`src/common/hdc_pkg.sv`:
```
package hdc_pkg;

    // number of hypervector dimensions
    localparam int HV_DIM = 64;

    // parallel encoder cores feeding one sample
    localparam int NUM_CORES = 4;

    // one binary hypervector
    typedef logic [HV_DIM-1:0] hv_t;

    // one hypervector per core
    // core 0 sits in the lowest slot
    typedef hv_t [NUM_CORES-1:0] core_hv_t;

    // one sample as offered on the input handshake
    typedef struct packed {
        // encoder outputs, one per core
        core_hv_t               core_hv;
        // set bit means that core votes
        logic [NUM_CORES-1:0]   store;
        // closes the current bundle
        logic                   last;
    } sample_t;

    // bundled vector handed downstream
    typedef struct packed {
        // sign of every vote counter
        hv_t hv;
    } result_t;

endpackage

```
`src/bundle_sequencer.sv`:
```
`timescale 1ns/100ps

module bundle_sequencer
    import hdc_pkg::*;
(
    input  logic                 clk,
    input  logic                 arst_n,
    // input side, four-phase
    input  logic                 in_req,
    output logic                 in_ack,
    input  logic [NUM_CORES-1:0] in_store,
    input  logic                 in_last,
    // output side, four-phase
    output logic                 out_req,
    input  logic                 out_ack,
    // strobes to the counter array
    output logic [NUM_CORES-1:0] store,
    output logic                 clear,
    output logic                 capture
);

    // fsm state codes
    localparam logic [2:0] ST_IDLE    = 3'd0;
    localparam logic [2:0] ST_ACKED   = 3'd1;
    localparam logic [2:0] ST_CAPTURE = 3'd2;
    localparam logic [2:0] ST_OFFER   = 3'd3;
    localparam logic [2:0] ST_RELEASE = 3'd4;

    logic [2:0] state;
    logic       accept;

    // new sample taken on this edge
    // idle, request up, previous ack already back down
    assign accept = (state == ST_IDLE) && in_req && !in_ack;

    // one-cycle store strobe
    // counters add on the same edge that raises in_ack
    assign store = accept ? in_store : '0;

    // capture and clear share one pulse
    // buffer grabs the signs, counters restart from zero
    assign capture = (state == ST_CAPTURE);
    assign clear   = (state == ST_CAPTURE);

    // input ack
    // rises on accept, falls once req is seen low
    // runs on its own so a last sample can finish its handshake
    // while the bundle is being captured and offered
    always_ff @(posedge clk or negedge arst_n) begin
        if (!arst_n) begin
            in_ack <= 1'b0;
        end else if (accept) begin
            in_ack <= 1'b1;
        end else if (in_ack && !in_req) begin
            in_ack <= 1'b0;
        end
    end

    // bundle fsm and output request
    always_ff @(posedge clk or negedge arst_n) begin
        if (!arst_n) begin
            state   <= ST_IDLE;
            out_req <= 1'b0;
        end else begin
            case (state)
                ST_IDLE: begin
                    // last sample goes straight to capture
                    if (accept) begin
                        if (in_last) begin
                            state <= ST_CAPTURE;
                        end else begin
                            state <= ST_ACKED;
                        end
                    end
                end
                ST_ACKED: begin
                    // in_ack drops on this same edge
                    if (!in_req) begin
                        state <= ST_IDLE;
                    end
                end
                ST_CAPTURE: begin
                    // buffer is loaded on this edge
                    // offer follows one cycle later
                    state <= ST_OFFER;
                end
                ST_OFFER: begin
                    // raise the offer from a stable buffer
                    // then hold it until the sink acks
                    if (!out_req) begin
                        out_req <= 1'b1;
                    end else if (out_ack) begin
                        out_req <= 1'b0;
                        state   <= ST_RELEASE;
                    end
                end
                ST_RELEASE: begin
                    // no new input until the sink drops its ack
                    if (!out_ack) begin
                        state <= ST_IDLE;
                    end
                end
                default: begin
                    state   <= ST_IDLE;
                    out_req <= 1'b0;
                end
            endcase
        end
    end

endmodule

```
`config.mk`:
```
export PLATFORM = sky130hd
export DESIGN_NAME = bundle_sequencer
export DESIGN_NICKNAME = d
export VERILOG_FILES = /design/src/common/hdc_pkg.sv /design/src/bundle_sequencer.sv
export SDC_FILE = /design/constraint.sdc
export NUM_CORES = 1
export LEC_CHECK = 0
export BUFFER_PORTS_ARGS = -buffer_cell sky130_fd_sc_hd__buf_2
export CAP_MARGIN = 20
export CORE_AREA = 3 3 40 42
export CTS_CLUSTER_DIAMETER = 80
export DETAILED_ROUTE_END_ITERATION = 10
export DIE_AREA = 0 0 43 45
export SYNTH_ARGS = -nofsm -noshare
export SYNTH_HDL_FRONTEND = slang
export SYNTH_SLANG_ARGS = --single-unit
```
`constraint.sdc`:
```
create_clock -name clk -period 1.2 [get_ports clk]
set_clock_uncertainty 0.05 [all_clocks]
set_input_delay 0.06 -clock clk [delete_from_list [all_inputs] [get_ports clk]]
set_output_delay 0.06 -clock clk [all_outputs]
set_load 0.1 [all_outputs]
```
==> impl_metrics.toml <==
[finish]
antenna_cells = 0
finalNonFillerCells = 75
num-nets-final = 70
area_growth_syn_to_layout_pct = 129
drive_gt1_share_pct = 73.3
nFillCells = 115

[routing]
via_per_inst = 4.71
ant_nets = 0
wl_um = 971
vias = 353
drc = 0
firstDrtPassIters = 2
wl_per_cell_um = 12.9
drt_iter0_drc = 1

[sta]
grt_setup_unrepaired = "yes"
fmax_ghz = 0.688
fin_setup_tns_ps = -1520
fin_crit_ps = 1450
slew_viol_final = 0
post-route-period-util_pct = 121
finalHoldViolCount = 0
finalSetupViolCount = 7
worst_slack_ps = -253
holdWs_ps = 16.7
tightest_slew_ps = 293
max_slew_margin_pct = 80.4

[status]
violations = "setup timing"
outcome = "finished with violations"

[setup_path]
setup.worst_path.class = "reg2out"
worst_path_largest_cell_delay_ps = 460
cp_data_required_time_ps = 1090
arrival_ps = 1340
crit_buf_inv = 1
critPathLaunchType = "register"
end_kind = "output pin"
path_cells = "and2b_4, and3_4, buf_12"
crit_fanout = 5
critPathSlowestCell = "dfrtp_4"
cp_top_family = "flip-flops"

[clocking]
clk_pin_slew_ps = 50
clk_latency_ps = 250
cts_buffers = 3
cts_tree = "done"
cts.sinks = 5
cts.path.max_buffers = 2
root_buffer = "clkbuf_4"
h-tree-depth = 1

[yosys]
yosysWarningCount = 0
synthTopCellsByCount = "and3_1 (5), dfrtp_1 (5)"
synth-edff-count = 0
synth_top_area_share_pct = 41.5
yosys.area.top_type = "dfrtp_1"
yosys.cell_types.count = 20
synthCells = 32
syn-num-nets = 41
ys_ff_latch = 5
asyncSetResetFlopFracSynth_pct = 100
yosysSeqAreaShare_pct = 41.5
syn_area_um2 = 302
syn_area_per_cell_um2 = 9.42
ys_top_cells_by_area = "dfrtp_1 (41%), and3_1 (10%), nand3b_1 (5.0%)"
synth-main-ff-cell = "dfrtp_1"

[place]
place.gp.congestion = 0.784
dp.cells = 66
pre_cts_ws_ps = -33.3
place_hpwl_um = 715
port_buffers = 16

[floorplan]
design.core.area_um2 = 1280
start_util_pct = 23.5
pin_count = 17
fp.dieH_um = 45
dieWidth_um = 43
die-area_um2 = 1940
rows = 13

[flow_run]
cap_violations = 0

[global_route]
grt_pass1_wl_um = 1460
grt_antenna_before_repair = 0
grt_pass1_vias = 339
grt_overflow = 0
track_usage_pct = 10.6
grt_max_degree = 9

[min_path]
hold_class = "in2reg"
## cells by family after synthesis
family	share of synthesized area, %
simple gates	36.1
compound gates	14.5
flops	41.5
buf+inv	7.88
## flip-flops by register name (all words and copies together), names as in the netlist
signal and cells:
out_req 1, state 3, in_ack 1
## area by class of cell
| cell class | count | area, µm² | area share [%] |
|---|---|---|---|
| tap | 15 | 18.8 | 2.72 |
| clock buffer | 3 | 22.5 | 3.26 |
| multi-input combinational | 24 | 210 | 30.4 |
| timing repair buffer | 27 | 304 | 44.0 |
| sequential | 5 | 130 | 18.8 |
| clock inverter | 1 | 5.00 | 0.725 |
## stage by stage
step	instance area, µm²	util (%)
3_5_place_dp	578	45.0
2_1_floorplan	357	-
6_report	691	53.7
5_1_grt	691	53.7
3_3_place_gp	578	45.0
4_1_cts	663	51.6
## worst paths after layout
kind	startpoint	to	slack (ps)	depth (start not counted)
worst min-delay path	in_req	in_ack$_DFFE_PN0P_	20	2
min in group asynchronous	arst_n	in_ack$_DFFE_PN0P_	110	2
worst max register to register	state[0]$_DFFE_PN0P_	out_req$_DFFE_PN0N_	-60	5
worst min register to register	in_ack$_DFFE_PN0P_	in_ack$_DFFE_PN0P_	620	2
worst max-delay path	in_ack$_DFFE_PN0P_	store[2]	-250	3
max in group asynchronous	arst_n	in_ack$_DFFE_PN0P_	840	2
## cells in the final DEF (no fill, tap or decap), types with 2 or more instances in the layout
master / instances
nand3b_1: 2
and3_4: 5
clkbuf_4: 3
nor2_1: 2
buf_12: 8
dfrtp_1: 3
buf_6: 5
buf_2: 8
buf_4: 5
## per-layer routing
metal  track usage, %  routed length, µm  vias up
li1                 -                  -      175
met1             11.5                360      167
met2             17.1                549        9
met3             3.98                 54        2
met4             7.23                  7        0
met5                0                  0        -
## what timing repair did
item,4_1_cts,5_1_grt
gates resized for setup,6,7
gates cloned,0,0
hold buffers,1,0
endpoints found under the hold margin,5,0
pin swaps,3,3
setup endpoints to repair,6,9
buffers inserted,3,2
Power is left out: the tool's default activity adds up to more than one toggle a clock period on the data nets, which glitch-free logic cannot reach.
